==> src/verilog/overlay_pkg.sv <==
package overlay_pkg;

  // one-hot screen modes, same codes as the controller drives
  typedef enum logic [2:0] {
    MODE_MENU = 3'b001,
    MODE_WORK = 3'b010,
    MODE_OFF  = 3'b100
  } screen_mode_t;

  // what the current pixel belongs to
  typedef enum logic [3:0] {
    RG_NONE = 4'd0,
    RG_MENU = 4'd1,
    RG_FIRE = 4'd2,
    RG_WARN = 4'd3,
    RG_TENS = 4'd4,
    RG_ONES = 4'd5,
    RG_UNIT = 4'd6
  } region_t;

  // bcd temperature digit
  typedef logic [3:0] digit_t;

  // 0..9 are digits, rest are special glyphs
  typedef logic [3:0] glyph_code_t;

  localparam glyph_code_t GL_BLANK  = 4'd10;
  localparam glyph_code_t GL_UNIT_C = 4'd12;
  localparam glyph_code_t GL_FULL   = 4'd15;

  // 4:4:4 colour, red in the top nibble
  typedef struct packed {
    logic [3:0] red;
    logic [3:0] green;
    logic [3:0] blue;
  } rgb12_t;

  localparam rgb12_t COL_BLACK = 12'h000;
  localparam rgb12_t COL_WHITE = 12'hFFF;
  localparam rgb12_t COL_FIRE  = 12'hF00;
  localparam rgb12_t COL_WARN  = 12'hF80;

endpackage

==> src/verilog/video_geom_pkg.sv <==
package video_geom_pkg;

  // display coordinates, 1-based like the scan source
  typedef logic [10:0] x_coord_t;
  typedef logic [9:0]  y_coord_t;

  // offsets inside one glyph cell
  typedef logic [6:0] cell_x_t;
  typedef logic [6:0] cell_y_t;

  // menu boxes, inclusive bounds
  localparam x_coord_t MENU_BOX0_X_LO = 11'd241, MENU_BOX0_X_HI = 11'd400;
  localparam y_coord_t MENU_BOX0_Y_LO = 10'd31,  MENU_BOX0_Y_HI = 10'd110;
  localparam x_coord_t MENU_BOX1_X_LO = 11'd191, MENU_BOX1_X_HI = 11'd450;
  localparam y_coord_t MENU_BOX1_Y_LO = 10'd141, MENU_BOX1_Y_HI = 10'd210;
  localparam x_coord_t MENU_BOX2_X_LO = 11'd191, MENU_BOX2_X_HI = 11'd450;
  localparam y_coord_t MENU_BOX2_Y_LO = 10'd241, MENU_BOX2_Y_HI = 10'd310;

  // alarm tiles along the top edge
  localparam x_coord_t FIRE_TILE_X_LO = 11'd521, FIRE_TILE_X_HI = 11'd640;
  localparam y_coord_t FIRE_TILE_Y_LO = 10'd1,   FIRE_TILE_Y_HI = 10'd120;
  localparam x_coord_t WARN_TILE_X_LO = 11'd401, WARN_TILE_X_HI = 11'd520;
  localparam y_coord_t WARN_TILE_Y_LO = 10'd1,   WARN_TILE_Y_HI = 10'd120;

  // temperature readout cells
  localparam x_coord_t TENS_CELL_X_LO = 11'd321, TENS_CELL_X_HI = 11'd400;
  localparam y_coord_t TENS_CELL_Y_LO = 10'd151, TENS_CELL_Y_HI = 10'd270;
  localparam x_coord_t ONES_CELL_X_LO = 11'd401, ONES_CELL_X_HI = 11'd480;
  localparam y_coord_t ONES_CELL_Y_LO = 10'd151, ONES_CELL_Y_HI = 10'd270;
  localparam x_coord_t UNIT_CELL_X_LO = 11'd501, UNIT_CELL_X_HI = 11'd620;
  localparam y_coord_t UNIT_CELL_Y_LO = 10'd151, UNIT_CELL_Y_HI = 10'd270;

  // first pixel of every frame
  localparam x_coord_t FRAME_X0 = 11'd1;
  localparam y_coord_t FRAME_Y0 = 10'd1;

  // seven-segment glyph geometry
  localparam int SEG_W   = 10;
  localparam int GLYPH_W = 80;
  localparam int GLYPH_H = 120;

endpackage
==> src/verilog/pixel_shader.sv <==
`timescale 1ns/1ps

module pixel_shader
  import video_geom_pkg::*, overlay_pkg::*;
(
  input  logic       i_clk,
  input  logic       i_rst_n,
  input  logic       i_pix_tick,
  input  region_t    i_region,
  input  cell_x_t    i_cell_x,
  input  cell_y_t    i_cell_y,
  input  digit_t     i_tens,
  input  digit_t     i_ones,
  output logic [3:0] o_red,
  output logic [3:0] o_green,
  output logic [3:0] o_blue
);

  glyph_code_t code;
  logic        lit;
  rgb12_t      rgb_d;
  rgb12_t      rgb_q;

  // out-of-range bcd shows as a solid block
  function automatic glyph_code_t digit_glyph(input digit_t d);
    return (d > 4'd9) ? GL_FULL : glyph_code_t'(d);
  endfunction

  always_comb begin
    case (i_region)
      // leading zero blanked
      RG_TENS: code = (i_tens == '0) ? GL_BLANK : digit_glyph(i_tens);
      RG_ONES: code = digit_glyph(i_ones);
      RG_UNIT: code = GL_UNIT_C;
      default: code = GL_BLANK;
    endcase
  end

  seg_glyph seg_glyph_inst (
    .i_code   (code),
    .i_cell_x (i_cell_x),
    .i_cell_y (i_cell_y),
    .o_lit    (lit)
  );

  always_comb begin
    case (i_region)
      RG_MENU:                   rgb_d = COL_WHITE;
      RG_FIRE:                   rgb_d = COL_FIRE;
      RG_WARN:                   rgb_d = COL_WARN;
      RG_TENS, RG_ONES, RG_UNIT: rgb_d = lit ? COL_WHITE : COL_BLACK;
      default:                   rgb_d = COL_BLACK;
    endcase
  end

  // second pipeline stage, colour on tick n+1
  always_ff @(posedge i_clk) begin
    if (!i_rst_n) begin
      rgb_q <= COL_BLACK;
    end else if (i_pix_tick) begin
      rgb_q <= rgb_d;
    end
  end

  assign o_red   = rgb_q.red;
  assign o_green = rgb_q.green;
  assign o_blue  = rgb_q.blue;

endmodule

==> src/verilog/pixel_tick_gen.sv <==
`timescale 1ns/1ps

module pixel_tick_gen #(
  parameter int PIX_DIV = 4
) (
  input  logic i_clk,
  input  logic i_rst_n,
  output logic o_pix_tick
);

  localparam int CW = (PIX_DIV > 2) ? $clog2(PIX_DIV) : 1;
  // last count before wrap
  localparam logic [CW-1:0] TERM = CW'(PIX_DIV - 1);

  logic [CW-1:0] cnt_q;

  // free-running modulo counter, strobe registered off the terminal count
  always_ff @(posedge i_clk) begin
    if (!i_rst_n) begin
      cnt_q      <= '0;
      o_pix_tick <= 1'b0;
    end else begin
      cnt_q      <= (cnt_q == TERM) ? '0 : cnt_q + 1'b1;
      o_pix_tick <= (cnt_q == TERM);
    end
  end

  // strobe is a single clock wide, never back to back
  a_tick_not_adjacent: assert property (
    @(posedge i_clk) disable iff (!i_rst_n) o_pix_tick |=> !o_pix_tick
  ) else $error("pixel strobe high on two adjacent clocks");

endmodule

==> src/verilog/region_decoder.sv <==
`timescale 1ns/1ps

module region_decoder
  import video_geom_pkg::*, overlay_pkg::*;
(
  input  logic         i_clk,
  input  logic         i_rst_n,
  input  logic         i_pix_tick,
  input  x_coord_t     i_x,
  input  y_coord_t     i_y,
  input  screen_mode_t i_mode,
  input  logic         i_fire,
  input  logic         i_warn,
  output region_t      o_region,
  output cell_x_t      o_cell_x,
  output cell_y_t      o_cell_y
);

  region_t  region_d;
  cell_x_t  cell_x_d;
  cell_y_t  cell_y_d;
  x_coord_t unit_dx;

  // inclusive rectangle test
  function automatic logic in_box(
    input x_coord_t x,
    input y_coord_t y,
    input x_coord_t x_lo,
    input x_coord_t x_hi,
    input y_coord_t y_lo,
    input y_coord_t y_hi
  );
    return (x >= x_lo) && (x <= x_hi) && (y >= y_lo) && (y <= y_hi);
  endfunction

  // unit cell is wider than a glyph
  assign unit_dx = i_x - UNIT_CELL_X_LO;

  always_comb begin
    region_d = RG_NONE;
    cell_x_d = '0;
    cell_y_d = '0;
    case (i_mode)
      MODE_MENU: begin
        if (in_box(i_x, i_y, MENU_BOX0_X_LO, MENU_BOX0_X_HI, MENU_BOX0_Y_LO, MENU_BOX0_Y_HI) ||
            in_box(i_x, i_y, MENU_BOX1_X_LO, MENU_BOX1_X_HI, MENU_BOX1_Y_LO, MENU_BOX1_Y_HI) ||
            in_box(i_x, i_y, MENU_BOX2_X_LO, MENU_BOX2_X_HI, MENU_BOX2_Y_LO, MENU_BOX2_Y_HI)) begin
          region_d = RG_MENU;
        end
      end
      MODE_WORK: begin
        // alarm tiles first, only while their flag is set
        if (i_fire &&
            in_box(i_x, i_y, FIRE_TILE_X_LO, FIRE_TILE_X_HI, FIRE_TILE_Y_LO, FIRE_TILE_Y_HI)) begin
          region_d = RG_FIRE;
        end else if (i_warn &&
            in_box(i_x, i_y, WARN_TILE_X_LO, WARN_TILE_X_HI, WARN_TILE_Y_LO, WARN_TILE_Y_HI)) begin
          region_d = RG_WARN;
        end else if (in_box(i_x, i_y, TENS_CELL_X_LO, TENS_CELL_X_HI,
                            TENS_CELL_Y_LO, TENS_CELL_Y_HI)) begin
          region_d = RG_TENS;
          cell_x_d = cell_x_t'(i_x - TENS_CELL_X_LO);
          cell_y_d = cell_y_t'(i_y - TENS_CELL_Y_LO);
        end else if (in_box(i_x, i_y, ONES_CELL_X_LO, ONES_CELL_X_HI,
                            ONES_CELL_Y_LO, ONES_CELL_Y_HI)) begin
          region_d = RG_ONES;
          cell_x_d = cell_x_t'(i_x - ONES_CELL_X_LO);
          cell_y_d = cell_y_t'(i_y - ONES_CELL_Y_LO);
        end else if (in_box(i_x, i_y, UNIT_CELL_X_LO, UNIT_CELL_X_HI,
                            UNIT_CELL_Y_LO, UNIT_CELL_Y_HI)) begin
          region_d = RG_UNIT;
          // columns past the glyph pin to its last column, which is unlit for C
          cell_x_d = (unit_dx > x_coord_t'(GLYPH_W - 1)) ?
                     cell_x_t'(GLYPH_W - 1) : cell_x_t'(unit_dx);
          cell_y_d = cell_y_t'(i_y - UNIT_CELL_Y_LO);
        end
      end
      // off mode, nothing drawn
      default: region_d = RG_NONE;
    endcase
  end

  // first pipeline stage, region on tick n
  always_ff @(posedge i_clk) begin
    if (!i_rst_n) begin
      o_region <= RG_NONE;
    end else if (i_pix_tick) begin
      o_region <= region_d;
    end
  end

  // offsets only matter with a glyph region
  always_ff @(posedge i_clk) begin
    if (i_pix_tick) begin
      o_cell_x <= cell_x_d;
      o_cell_y <= cell_y_d;
    end
  end

endmodule

==> src/verilog/screen_mode_fsm.sv <==
`timescale 1ns/1ps

module screen_mode_fsm
  import video_geom_pkg::*, overlay_pkg::*;
(
  input  logic         i_clk,
  input  logic         i_rst_n,
  input  logic         i_pix_tick,
  input  x_coord_t     i_x,
  input  y_coord_t     i_y,
  input  screen_mode_t i_mode,
  input  logic         i_fire,
  input  logic         i_warn,
  input  digit_t       i_tens,
  input  digit_t       i_ones,
  output screen_mode_t o_mode,
  output logic         o_fire,
  output logic         o_warn,
  output digit_t       o_tens,
  output digit_t       o_ones
);

  screen_mode_t state_q;
  screen_mode_t state_d;
  logic         frame_start;

  // frame start is the strobe at the top-left pixel
  assign frame_start = i_pix_tick && (i_x == FRAME_X0) && (i_y == FRAME_Y0);

  // jump straight to the requested mode
  // illegal codes keep the current one
  always_comb begin
    state_d = state_q;
    if (frame_start) begin
      case (i_mode)
        MODE_OFF, MODE_MENU, MODE_WORK: state_d = i_mode;
        default:                        state_d = state_q;
      endcase
    end
  end

  always_ff @(posedge i_clk) begin
    if (!i_rst_n) begin
      state_q <= MODE_OFF;
      o_fire  <= 1'b0;
      o_warn  <= 1'b0;
      o_tens  <= '0;
      o_ones  <= '0;
    end else begin
      state_q <= state_d;
      // status sampled together with the mode
      // so a whole frame sees one snapshot
      if (frame_start) begin
        o_fire <= i_fire;
        o_warn <= i_warn;
        o_tens <= i_tens;
        o_ones <= i_ones;
      end
    end
  end

  assign o_mode = state_q;

  a_state_onehot: assert property (
    @(posedge i_clk) disable iff (!i_rst_n) $onehot(state_q)
  ) else $error("screen mode lost one-hot encoding");

endmodule

==> src/verilog/seg_glyph.sv <==
`timescale 1ns/1ps

module seg_glyph
  import video_geom_pkg::*, overlay_pkg::*;
(
  input  glyph_code_t i_code,
  input  cell_x_t     i_cell_x,
  input  cell_y_t     i_cell_y,
  output logic        o_lit
);

  // segment enables, bit order a b c d e f g
  logic [6:0] seg_on;
  // position hits, same order
  logic [6:0] seg_hit;
  logic       in_cell;

  always_comb begin
    case (i_code)
      4'd0:      seg_on = 7'b1111110;
      4'd1:      seg_on = 7'b0110000;
      4'd2:      seg_on = 7'b1101101;
      4'd3:      seg_on = 7'b1111001;
      4'd4:      seg_on = 7'b0110011;
      4'd5:      seg_on = 7'b1011011;
      4'd6:      seg_on = 7'b1011111;
      4'd7:      seg_on = 7'b1110000;
      4'd8:      seg_on = 7'b1111111;
      4'd9:      seg_on = 7'b1111011;
      // C is the left half of an 8 minus the middle bar
      GL_UNIT_C: seg_on = 7'b1001110;
      default:   seg_on = 7'b0000000;
    endcase
  end

  assign in_cell = (i_cell_x < GLYPH_W) && (i_cell_y < GLYPH_H);

  // a top bar
  assign seg_hit[6] = (i_cell_x >= SEG_W) && (i_cell_x < GLYPH_W - SEG_W) &&
                      (i_cell_y < SEG_W);
  // b upper right
  assign seg_hit[5] = (i_cell_x >= GLYPH_W - SEG_W) && (i_cell_x < GLYPH_W) &&
                      (i_cell_y < GLYPH_H / 2);
  // c lower right
  assign seg_hit[4] = (i_cell_x >= GLYPH_W - SEG_W) && (i_cell_x < GLYPH_W) &&
                      (i_cell_y >= GLYPH_H / 2) && (i_cell_y < GLYPH_H);
  // d bottom bar
  assign seg_hit[3] = (i_cell_x >= SEG_W) && (i_cell_x < GLYPH_W - SEG_W) &&
                      (i_cell_y >= GLYPH_H - SEG_W) && (i_cell_y < GLYPH_H);
  // e lower left
  assign seg_hit[2] = (i_cell_x < SEG_W) &&
                      (i_cell_y >= GLYPH_H / 2) && (i_cell_y < GLYPH_H);
  // f upper left
  assign seg_hit[1] = (i_cell_x < SEG_W) && (i_cell_y < GLYPH_H / 2);
  // g middle bar, rows 55..64
  assign seg_hit[0] = (i_cell_x >= SEG_W) && (i_cell_x < GLYPH_W - SEG_W) &&
                      (i_cell_y >= GLYPH_H / 2 - SEG_W / 2) &&
                      (i_cell_y < GLYPH_H / 2 + SEG_W / 2);

  // full glyph ignores the segment map
  assign o_lit = (i_code == GL_FULL) ? in_cell : |(seg_on & seg_hit);

endmodule

==> src/verilog/status_overlay.sv <==
`timescale 1ns/1ps

module status_overlay
  import video_geom_pkg::*, overlay_pkg::*;
#(
  parameter int PIX_DIV = 4
) (
  input  logic         i_clk,
  input  logic         i_rst_n,
  input  x_coord_t     i_x,
  input  y_coord_t     i_y,
  input  screen_mode_t i_mode,
  input  logic         i_fire,
  input  logic         i_warn,
  input  digit_t       i_tens,
  input  digit_t       i_ones,
  output logic [3:0]   o_red,
  output logic [3:0]   o_green,
  output logic [3:0]   o_blue
);

  logic         pix_tick;
  // per-frame snapshot of the status inputs
  screen_mode_t mode;
  logic         fire_q;
  logic         warn_q;
  digit_t       tens_q;
  digit_t       ones_q;
  // stage one results
  region_t      region;
  cell_x_t      cell_x;
  cell_y_t      cell_y;

  pixel_tick_gen #(
    .PIX_DIV (PIX_DIV)
  ) pixel_tick_gen_inst (
    .i_clk      (i_clk),
    .i_rst_n    (i_rst_n),
    .o_pix_tick (pix_tick)
  );

  screen_mode_fsm screen_mode_fsm_inst (
    .i_clk      (i_clk),
    .i_rst_n    (i_rst_n),
    .i_pix_tick (pix_tick),
    .i_x        (i_x),
    .i_y        (i_y),
    .i_mode     (i_mode),
    .i_fire     (i_fire),
    .i_warn     (i_warn),
    .i_tens     (i_tens),
    .i_ones     (i_ones),
    .o_mode     (mode),
    .o_fire     (fire_q),
    .o_warn     (warn_q),
    .o_tens     (tens_q),
    .o_ones     (ones_q)
  );

  region_decoder region_decoder_inst (
    .i_clk      (i_clk),
    .i_rst_n    (i_rst_n),
    .i_pix_tick (pix_tick),
    .i_x        (i_x),
    .i_y        (i_y),
    .i_mode     (mode),
    .i_fire     (fire_q),
    .i_warn     (warn_q),
    .o_region   (region),
    .o_cell_x   (cell_x),
    .o_cell_y   (cell_y)
  );

  pixel_shader pixel_shader_inst (
    .i_clk      (i_clk),
    .i_rst_n    (i_rst_n),
    .i_pix_tick (pix_tick),
    .i_region   (region),
    .i_cell_x   (cell_x),
    .i_cell_y   (cell_y),
    .i_tens     (tens_q),
    .i_ones     (ones_q),
    .o_red      (o_red),
    .o_green    (o_green),
    .o_blue     (o_blue)
  );

endmodule

==> config.mk <==
export PLATFORM = sky130hd
export DESIGN_NAME = status_overlay
export DESIGN_NICKNAME = d
export VERILOG_FILES = /design/src/verilog/overlay_pkg.sv /design/src/verilog/video_geom_pkg.sv /design/src/verilog/pixel_shader.sv /design/src/verilog/pixel_tick_gen.sv /design/src/verilog/region_decoder.sv /design/src/verilog/screen_mode_fsm.sv /design/src/verilog/seg_glyph.sv /design/src/verilog/status_overlay.sv
export SDC_FILE = /design/constraint.sdc
export NUM_CORES = 1
export LEC_CHECK = 0
export BUFFER_PORTS_ARGS = -buffer_cell sky130_fd_sc_hd__buf_2
export CORE_ASPECT_RATIO = 1.1
export CORE_MARGIN = 2
export CORE_UTILIZATION = 59
export CTS_CLUSTER_SIZE = 30
export DETAILED_ROUTE_END_ITERATION = 12
export PLACE_DENSITY = 0.79
export SETUP_SLACK_MARGIN = 0.2
export SYNTH_ARGS = -nofsm -noshare
export SYNTH_HDL_FRONTEND = slang
export SYNTH_SLANG_ARGS = --single-unit
==> constraint.sdc <==
create_clock -name i_clk -period 2.9 [get_ports i_clk]
set_input_delay 0.145 -clock i_clk [delete_from_list [all_inputs] [get_ports i_clk]]
set_output_delay 0.145 -clock i_clk [all_outputs]
set_load 0.01 [all_outputs]
# After elaboration in Yosys (flattened, before gate mapping)
# Memory sizes are Yosys's and may differ from the RTL's.
# Index checks and enable logic that the tools add are counted.
# totals
mem_count	1
output_inout_bits	12
reg_bits	46
elab_cells	145
romBits	112
# mem_list
name	depth	word_bits	rd	rd_ports_with_merged_regs	write_ports	line	text
(name not given)	16	7	1	0	0	seg_glyph.sv:19	case (i_code)
# classes
reduce_logical	50
n_eq_ne	15
addsub	5
mux	21
magnitude_cmp	37
bitwise	3
# ops
op	count
2-to-1 mux 7 bit	7
case mux 12 bit (4 select lines)	1
logical AND 1 bit	41
>= comparator 11 x 9 -> 1 bit (second input constant)	3
<= comparator 11 x 10 -> 1 bit (second input constant)	3
<= comparator 11 x 9 -> 1 bit (second input constant)	3
>= comparator 10 x 8 -> 1 bit (second input constant)	3
less-than comparator 7 bit (second input constant)	4
2-to-1 mux 4 bit	7
>= comparator 11 x 8 -> 1 bit (second input constant)	2
<= comparator 10 x 7 -> 1 bit (second input constant)	2
<= comparator 10 x 9 -> 1 bit (second input constant)	2
>= comparator 7 x 6 -> 1 bit (second input constant)	2
>= comparator 7 bit (second input constant)	2
less-than comparator 7 x 4 -> 1 bit (second input constant)	2
subtractor 7 x 5 -> 7 bit (second input constant)	2
== test 4 x 3 -> 1 bit (second input constant)	3
2-to-1 mux 12 bit	1
case mux 4 bit (3 select lines)	1
== test 11 x 1 -> 1 bit (second input constant)	1
>= comparator 11 x 10 -> 1 bit (second input constant)	1
> comparator 11 x 7 -> 1 bit (second input constant)	1
subtractor 11 x 9 -> 11 bit (second input constant)	1
== test 10 x 1 -> 1 bit (second input constant)	1
26 further kinds	35

# Depth between registers and ports, before layout
# Gate-level depths: netlist (run 1).
# logic_depth
depth_word	10
ltp_mapped	12

# By module
# From an unflattened synthesis (run 1), not the netlist that was laid out.
# unflattened
cells_unflattened	425
area_unflattened_um2	3510.9
# by_module_without_submodules
module	cells_per_inst	n_inst	area_per_inst_um2
region_decoder	233	1	1928.1
screen_mode_fsm	73	1	678.2
seg_glyph	63	1	451.7
pixel_shader	49	1	351.6
pixel_tick_gen	7	1	101.3

# Least setup slack after synthesis (run 1)
# Ideal clock, no wire load.
# synth_path
path_kind	reg-to-reg
start	register region_decoder_inst.o_region[0]
end	register pixel_shader_inst.rgb_q, in the netlist pixel_shader_inst.o_red[2]
n_path_buf	1
arrival_ps	2436
path_stages_with_launch	13
setup_ps	135
period_less_slack_ps	2571
setup_slack_ps	329
cell_sequence	dfxtp_1 clkbuf_1 nand2b_1 a2111o_1 nand2_1 inv_1 ha_1 nor3_1 a311oi_1 a22oi_1 nand3_1 a311oi_1 o211ai_1
# synth_between
elab_chain_cells	8
word_cells_on_any_way	15
# synth_rtl
item	line	text
start, declared	region_decoder.sv:14	output region_t o_region,
start signal, assigned	region_decoder.sv:88	o_region <= region_d;
== test 4 x 3 -> 1 bit	pixel_shader.sv:30, pixel_shader.sv:47	
case mux 4 bit (3 select lines)	pixel_shader.sv:30	case (i_region)
memory (16 x 7 bit)	n/a	
bitwise AND 7 bit	seg_glyph.sv:61	assign o_lit = (i_code == GL_FULL) ? in_cell : |(seg_on & seg_hit);
OR reduction 7 bit	seg_glyph.sv:61	
2-to-1 mux 1 bit	seg_glyph.sv:61	
2-to-1 mux 12 bit	pixel_shader.sv:51	RG_TENS, RG_ONES, RG_UNIT: rgb_d = lit ? COL_WHITE : COL_BLACK;
case mux 12 bit (4 select lines) (*)	pixel_shader.sv:47	case (i_region)
end signal, assigned	pixel_shader.sv:61	rgb_q <= rgb_d;
end, declared	pixel_shader.sv:22	rgb12_t rgb_q;
# Every way passes the cells marked *; elsewhere a longest branch is shown, timed or not.
# A chain may end at the register's enable or synchronous reset.

# Worst setup path in the final report (run 1)
# layout_path
start	register region_decoder_inst.o_region[0]
end	register pixel_shader_inst.rgb_q, in the netlist pixel_shader_inst.o_blue[2]
# The elaborated chain is that of the path after synthesis.

==> metrics, run 1 <==
Starting Density=~62%; n_diodes=0; layout cells sized above 1=between 10% and 20%; dpl cell area=approximately 3500 µm²; Area contributors post-synth=dfxtp_1 13%, edfxtp_1 12%, ha_1 6.0%; Finish-stage setup viols=0; type of origin of the critical path=register; wire length per cell=15.8 µm; Critical Path RT=around 3.1 ns; Avg Vias per Cell=between 6 and 7; vias in the first global route=~3100; top-area cell type share of the netlist area=a little over an eighth; Power Density=approximately 320 nW/µm²; DR vias=between 3000 and 4000; Syn Std Cell Area=roughly 3400 µm²; highest clock rate=between 400 and 500 MHz; Port Buf Inserts=47; top layer in use=met4; Post-synth EDFFs=13; Post-Syn Instances=between 400 and 500; wire length on met3=slightly below 500 µm; Core ar.=between 5000 and 6000 µm²; P&R area growth vs syn=9.05%; most common cell in the netlist=nand2_1; Routed met2 length=around 4200 µm; RePlAce Congestion=0.940; M1 WL=~3500 µm; Nets=about 500; # IOs=48; RSZ-0062 raised after global routing=no; Total Power=~0.0012 W; register area share after synthesis=roughly a quarter; Crit Path Class=register to register; H-tree depth=2; Static Leak=1.33 nW; Max rail drop VDD=0.000198 V; Post-synth top cells=44 x nand2_1, 32 x a21oi_1, 27 x clkbuf_1, 27 x nor2_1; Max Buffers Root-to-Sink=2; Final Max Tran Viols=0; main flop type after synthesis=dfxtp_1; Mean Syn Cell Area=around 7.6 µm²; CTS Buf Count=5; drt pass-1 iters=5; first-pass GRT wire length=approximately 14000 µm; syn_nets=approximately 500; initial antenna violation count=0; post-route setup TNS=0 ns; final wirelength=around 8500 µm; Detailed Route Iter0 Violations=approximately 250; Max-Cap Viols=0; clock-pin slew on the worst setup and hold paths=0.07 ns; Rel. slew slack=58.7%; largest net degree at the start of global routing=25; Final Critical Period=between 2 and 2.5 ns; worst endpoint data arrival time=~2.7 ns; Hold Vio Cnt, Final=0; cell taking the most area after synthesis=dfxtp_1; CTS sink cnt=35; status=completed; die area=between 6000 and 7000 µm²; Min-Delay Path Depth=3; GRT Total Usage=26.5%; Die H=approximately 83 µm; die width=~76 µm; Site Rows=28; Distinct cells, synth=70; Max FO, Critical Path=7; Synthesis Warnings=0; clock latency on the worst-skew pair=0.28 ns; Final Cycle Share=85.9%; DP HPWL=around 6500 µm; R2R cell count=11; clock root buffer master=clkbuf_8; Worst Tran Pin Value=slightly above 0.6 ns; final antenna-violating net count=0; FF+latch count, synth=35; final instance area=about 3700 µm²; Hold Crit Class=primary input to register; CTS tree=yes; Filler cells=477; asr flop ratio synth=0%; DRC Markers=0; Crit. End Element=register; Final Skew=about 0.012 ns; GR Overflow Total=0
path summary, 6_finish.rpt:
check | slack, ns | startpoint | end
min reg2reg | 0.44 | pixel_tick_gen_inst.cnt_q[0] | pixel_tick_gen_inst.cnt_q[0]
max reg2reg | 0.41 | region_decoder_inst.o_region[0] | pixel_shader_inst.o_blue[2]
min | 0.10 | i_tens[2] | screen_mode_fsm_inst.o_tens[2]
max | 0.41 | region_decoder_inst.o_region[0] | pixel_shader_inst.o_blue[2]
layout by cell type, fill, tap and decap left out, types with 13 or more instances in the layout:
| cell | netlist | layout |
|---|---|---|
| nand2_1 | 44 | 44 |
| dfxtp_1 | 22 | 20 |
| o21ai_0 | 22 | 22 |
| buf_2 | 1 | 47 |
| nand4_1 | 14 | 14 |
| ha_1 | 16 | 16 |
| nor2_1 | 27 | 27 |
| edfxtp_1 | 13 | 13 |
| nand3_1 | 19 | 19 |
| nor3_1 | 14 | 14 |
| a21oi_1 | 32 | 32 |
| inv_1 | 18 | 18 |
critical path, cell delays in order (launching register included):
cell and delay (ns):
dfxtp_2 0.36, nand2b_4 0.16, a2111o_1 0.40, nand2_1 0.11
inv_1 0.07, ha_1 0.28, nor3_1 0.18, a311oi_1 0.07
a22oi_1 0.16, nand3_1 0.11, a311oi_2 0.34, o21ai_0 0.14
layer usage:
metal,vias up,global-route usage (%)
met3,25,2.83
met5,-,0
met4,0,14.4
li1,1681,-
met1,1584,32.4
met2,142,45.7
report_power, final:
group	leakage (nW)	switching (W)	internal (W)	total [W]
registers	0.281	0.00000973	0.000518	0.000528
logic	0.984	0.000134	0.0000823	0.000216
clock network	0.0618	0.000166	0.000274	0.000440
total	1.33	0.000310	0.000875	0.00118
flip-flops by register name, indices dropped and copies added (netlist names):
name,cells
region_decoder_inst.o_cell_y,7
region_decoder_inst.o_cell_x,6
screen_mode_fsm_inst.o_ones,4
screen_mode_fsm_inst.o_tens,4
region_decoder_inst.o_region,3
screen_mode_fsm_inst.o_mode,3
pixel_tick_gen_inst.cnt_q,2
pixel_shader_inst.o_blue,1
pixel_shader_inst.o_green,1
pixel_shader_inst.o_red,1
pixel_tick_gen_inst.o_pix_tick,1
screen_mode_fsm_inst.o_fire,1
screen_mode_fsm_inst.o_warn,1
kinds of logic (layout without fill, tap and decap cells):
kind of cell,after synthesis,after routing,share of synthesized area (%)
AO/OA/AOI/OAI,138,138,28.0
XOR/XNOR,14,14,3.65
adder cells (fa/ha/maj),16,16,5.96
buffers and inverters,60,80,8.64
flip-flops,35,35,24.7
multiplexers,3,3,0.894
AND/OR/NAND/NOR,178,178,28.1
what timing repair did:
action	in CTS	in global routing
resized for setup	0	4
buffers inserted	0	0
hold buffers	0	0
endpoints found under the setup margin	0	3
per-stage QoR:
step | cells | hold WS, ns | setup WS (ns) | utilization (%)
after floorplan | 444 | 0.287 | 0.329 | -
after global placement | 531 | 0.398 | 0.301 | 64.9
after detailed placement | 531 | 0.405 | 0.163 | 64.9
after CTS | 539 | 0.0939 | 0.223 | 67.1
after global routing | 539 | 0.108 | 0.195 | 67.4
final | 539 | 0.102 | 0.410 | 67.4
layout make-up:
class | instances | area (µm²) | area share (%)
flip-flops and latches | 35 | 833 | 22.8
multi-input cells | 349 | 2260 | 61.6
well taps | 75 | 93.8 | 2.56
clock buffers | 8 | 123 | 3.35
repair buffers | 54 | 288 | 7.86
inverters | 18 | 67.6 | 1.84
Power figures use the tool's default switching activity.
==> run 2: changes to the inputs <==
Settings changed: ABC_AREA set to 1, CAP_MARGIN set to 15.
==> metrics, run 2 <==
status=completed; dpl cell area=about 3700 µm²; first-pass GRT wire length=about 14000 µm; cell taking the most area after synthesis=nand2_1; type of origin of the critical path=register; DRC Markers=0; Syn Std Cell Area=around 3500 µm²; Distinct cells, synth=45; n_diodes=0; dpl ws=0.608 ns; Finish-stage setup viols=0; Post-CTS Setup Bufs=0; Avg Vias per Cell=around 5.6; drt pass-1 iters=5; asr flop ratio synth=0%; Largest regs=region_decoder_inst.o_cell_y x7, region_decoder_inst.o_cell_x x6; post-route setup TNS=0 ns; Nets=between 600 and 700; Synthesis Warnings=0; post-route insts no fill=657; Starting Density=roughly three fifths; CTS Buf Count=5; worst endpoint data arrival time=2.49 ns; Worst Tran Pin Value=approximately 0.66 ns; Die H=about 85 µm; final wirelength=between 8000 and 9000 µm; top-area cell type share of the netlist area=13.9%; Critical Path RT=between 3 and 4 ns; Area contributors post-synth=nand2_1 14%, dfxtp_1 13%, edfxtp_1 11%; Final Cycle Share=roughly four fifths; DP HPWL=roughly 7000 µm; # IOs=48; Rel. slew slack=a little under three fifths; Cells after DPL=~650; DR vias=around 3700; syn_nets=596; Static Leak=1.76 nW; Final Max Tran Viols=0; largest net degree at the start of global routing=23; Max FO, Critical Path=4; most common cell in the netlist=nand2_1; GR Overflow Total=0; die area=around 6500 µm²; RSZ-0062 raised after global routing=no; main flop type after synthesis=dfxtp_1; H-tree depth=2; initial antenna violation count=0; commonest cells after routing, fill and taps aside=129 x nand2_1, 77 x inv_1, 47 x buf_2; Hold Crit Class=primary input to register; Core ar.=5730 µm²; Max-Cap Viols=0; worst-path cell chain=inv_1 > nand3_2 > inv_1 > o21ai_0 > nand2_1 > inv_1 > ha_1 > inv_1 > nand3_1 > nand3_1 > nand3_1 > nand2_1 > nand2_1 > nor2_1 > nand2_1 > nand2_2 > nand2_1 > nand2_1 > a21oi_1; Post-Syn Instances=544; Post-synth EDFFs=13; Crit Path Class=register to register; layout cells sized above 1=roughly 18%; leading cell type in the layout, fill and taps excluded=nand2_1; Crit-path slowest cell=dfxtp_1; Hold Vio Cnt, Final=0; final antenna-violating net count=0; CTS sink cnt=35; crit path buf inv count=4; die width=just under 80 µm; Detailed Route Iter0 Violations=approximately 230; post-cts sizing count=0; GRT Total Usage=26.8%; crit-path leading delay family=simple AND/OR/NAND/NOR gates; FF+latch count, synth=35; number of flip-flops in the largest register=7; Mean Syn Cell Area=around 6.4 µm²; most frequent CP cell=nand2_1; highest clock rate=433 MHz; clock root buffer master=clkbuf_8; RePlAce Congestion=1.03; clock-pin slew on the worst setup and hold paths=roughly 0.08 ns; hold-fix buffers at CTS=0; vias in the first global route=roughly 3300; Max Buffers Root-to-Sink=2; WHS=between 0.1 and 0.15 ns; P&R area growth vs syn=8.84%; Power Density=between 300 and 400 nW/µm²; final instance area=about 3800 µm²; Top reg by flops=region_decoder_inst.o_cell_y; CTS tree=yes; CP peak stage delay=0.35 ns; Post-synth top cells=129 x nand2_1, 77 x inv_1, 45 x nor2_1; register area share after synthesis=around a quarter; Crit. End Element=register; Port Buf Inserts=47; wire length per cell=about 13 µm; Final Skew=0.0104 ns; final setup margin=about 0.59 ns; Max rail drop VDD=around 0.00023 V; clock latency on the worst-skew pair=between 0.2 and 0.3 ns; Final Critical Period=roughly 2.3 ns; Site Rows=29
==> run 2: cell count changes after synthesis, sizes merged, moves of 9 or more <==
cell	delta
xnor2	-9
o21ai	+22
a21oi	+13
nor2	+27
nand2	+92
clkbuf	-24
nand3	+28
a21boi	-12
inv	+66
==> run 2: cells by family after synthesis <==
group / share of synthesized area, %
adders and majority gates: 5.75
and+or+nand+nor: 36.0
xor gates and xnor gates: 2.52
buffers and inverters: 13.0
DFF: 23.9
AOI/OAI and AO/OA: 18.8
==> run 2: worst reg2reg max path: cells and delay by family (launching register included) <==
family                     cells  cell delay, ns
DFF                            1            0.35
adders and majority gates      1            0.24
and+or+nand+nor               12            1.01
buffers and inverters          4            0.44
AOI/OAI and AO/OA              2            0.16
==> run 2: through the flow <==
stage               util [%]  power, W
finish                  66.1   0.00120
floorplan                  -  0.000723
CTS                     66.1   0.00119
detailed placement      64.2  0.000800
global route            66.1   0.00126
global placement        64.2  0.000795
==> run 2: final timing paths <==
path	end	slack (ns)	startpoint	cells after the start
min reg2reg	pixel_tick_gen_inst.cnt_q[0]	0.45	pixel_tick_gen_inst.cnt_q[0]	1
max reg2reg	pixel_shader_inst.o_blue[2]	0.59	region_decoder_inst.o_region[1]	19
max	pixel_shader_inst.o_blue[2]	0.59	region_decoder_inst.o_region[1]	19
min	screen_mode_fsm_inst.o_mode[1]	0.12	i_mode[1]	3
==> run 2: area by class of cell <==
type | instances | area [µm²]
multi-input combinational | 405 | 2200
fill | 536 | 1940
sequential | 35 | 831
inverter | 84 | 315
timing repair buffer | 48 | 243
tap | 77 | 96.3
clock buffer | 6 | 93.8
clock inverter | 2 | 13.8
==> run 2: per-layer routing <==
layer	GRT usage (%)	routed length, µm	vias up
met5	0	0	-
met4	12.2	342	0
met3	3.12	459	34
met2	48.9	4380	142
met1	31.2	3510	1627
li1	-	-	1859
==> run 2: report_power, final <==
group / internal, W / switching [W] / total [W]
logic: 0.0000865 / 0.000181 / 0.000267
clock network: 0.000221 / 0.000184 / 0.000405
registers: 0.000518 / 0.00000807 / 0.000527
==> run 3: changes to the inputs <==
Clock period 2.9 ns to 2.2 ns, I/O delays scaled along.
==> metrics, run 3 (same netlist as run 2, synthesis figures left out) <==
R2R Path End=pixel_shader_inst.o_blue[2]; Core ar.=5730 µm²; dpl ws=-0.00485 ns; Site Rows=29; Final Skew=~0.0094 ns; FF-to-FF setup slack=roughly 0.096 ns; die area=~6500 µm²; Min-Delay Path Depth=3; Finish-stage setup viols=0; Static Leak=around 1.9 nW; leading cell type in the layout, fill and taps excluded=nand2_1; min-delay src=i_mode[1]; worst reg2reg path startpoint=region_decoder_inst.o_region[1]; Filler cells=between 400 and 500; Crit. End Element=register; final setup margin=between 0.09 and 0.1 ns; DP HPWL=around 7100 µm; hold-fix buffers at CTS=0; DRC Markers=0; highest clock rate=around 480 MHz; first-pass GRT wire length=about 15000 µm; number of flip-flops in the largest register=7; drt pass-1 iters=4; RSZ-0062 raised after global routing=yes; Max rail drop VDD=about 0.00032 V; Worst Hold End=screen_mode_fsm_inst.o_mode[1]; clock root buffer master=clkbuf_8; Max FO, Critical Path=4; Max Buffers Root-to-Sink=2; Die H=around 85 µm; Power Density=~390 nW/µm²; P&R area growth vs syn=18.3%; initial antenna violation count=0; Largest regs=region_decoder_inst.o_cell_y x7, region_decoder_inst.o_cell_x x6; Nets=about 640; Final Max Tran Viols=0; CTS Buf Count=5; post-route insts no fill=670; Cells after DPL=~650; Port Buf Inserts=47; # IOs=48; Avg Vias per Cell=5.51; status=completed; Hold Crit Class=primary input to register; die width=a little under 80 µm; Rel. slew slack=between 60% and 70%; GRT Total Usage=~28%; commonest cells after routing, fill and taps aside=119 x nand2_1, 69 x inv_1, 47 x buf_2; CTS sink cnt=35; Starting Density=60.7%; GR Overflow Total=0; final antenna-violating net count=0; CTS tree=yes; R2R cell count=17; Crit Path Class=register to register; Top reg by flops=region_decoder_inst.o_cell_y; wire length per cell=13.9 µm; Total Power=0.00160 W; DR vias=around 3700; type of origin of the critical path=register; final wirelength=about 9300 µm; Detailed Route Iter0 Violations=between 200 and 250; Worst Tran Pin Value=between 0.5 and 0.6 ns; H-tree depth=2; layout cells sized above 1=around 27%; largest net degree at the start of global routing=21; n_diodes=0; clock-pin slew on the worst setup and hold paths=0.08 ns; worst endpoint data arrival time=2.28 ns; Max-Cap Viols=0; RePlAce Congestion=roughly 1; Critical Path RT=~2.4 ns; fin util=71.8%; Final Cycle Share=95.7%; Hold Vio Cnt, Final=0; vias in the first global route=between 3000 and 4000; Final Critical Period=~2.1 ns; clock latency on the worst-skew pair=0.29 ns
## run 3: changes by cell type in the layout (fill, tap and decap cells not counted), sizes merged
cell / previous run / this run
buf: 48 / 61
## run 3: through the flow
| stage | setup TNS (ns) | area [µm²] | hold slack [ns] |
|---|---|---|---|
| after floorplan | 0 | 3480 | 0.237 |
| after global placement | 0 | 3710 | 0.374 |
| after detailed placement | -0.00485 | 3710 | 0.392 |
| after CTS | 0 | 3920 | 0.0857 |
| after global routing | -0.105 | 4120 | 0.113 |
| final | 0 | 4120 | 0.0929 |
## run 3: worst max-delay path, cell delays in order, from the launching register on
cell and delay, ns:
dfxtp_4 0.36, inv_4 0.09, nand2_2 0.06, nand2_2 0.09, o21ai_4 0.08, nor2_4 0.19
inv_2 0.06, ha_1 0.30, nor2_1 0.10, nand2_1 0.06, nand3_1 0.10, nand2_1 0.05
nor2_1 0.08, nand2_1 0.06, nand2_2 0.12, nand2_1 0.06, nand2_1 0.07, a21oi_2 0.05
## run 3: worst max path at each step
| stage | start | depth (start not counted) | endpoint | slack [ns] |
|---|---|---|---|---|
| after floorplan | region_decoder_inst.o_region[1] | 19 | pixel_shader_inst.o_red[2] | 0.29 |
| after global placement | region_decoder_inst.o_region[0] | 17 | pixel_shader_inst.o_red[2] | 0.09 |
| after detailed placement | region_decoder_inst.o_region[0] | 17 | pixel_shader_inst.o_green[3] | -0.005 |
| after CTS | region_decoder_inst.o_region[1] | 19 | pixel_shader_inst.o_green[3] | 0.20 |
| after global routing | screen_mode_fsm_inst.o_tens[2] | 17 | pixel_shader_inst.o_red[2] | -0.04 |
| final | region_decoder_inst.o_region[1] | 17 | pixel_shader_inst.o_blue[2] | 0.1 |
## run 3: report_power, final
group	internal [W]	switching, W
Clock	0.000291	0.000233
Combinational	0.000132	0.000250
Sequential	0.000677	0.0000126
Total	0.00110	0.000495
## run 3: final cells by class
| type | instances | area, µm² | share of cell area (%) |
|---|---|---|---|
| sequential | 35 | 860 | 20.9 |
| timing repair buffer | 61 | 353 | 8.57 |
| tap | 77 | 96.3 | 2.34 |
| multi-input combinational | 405 | 2380 | 57.8 |
| clock buffer | 6 | 93.8 | 2.28 |
| clock inverter | 2 | 13.8 | 0.334 |
| inverter | 84 | 320 | 7.78 |
## run 3: layer usage
layer  share of wire [%]  track usage [%]
met3                 3.9             2.58
met4                 2.6             9.42
met5                   0                0
met2                  53             53.4
met1                  40             31.9
## run 3: timing repair
action / 4_1_cts / 5_1_grt
pin swaps: 5 / 17
gates resized for setup: 34 / 36
setup buffers: 2 / 7
gates cloned: 0 / 0
setup endpoints to repair: 3 / 4
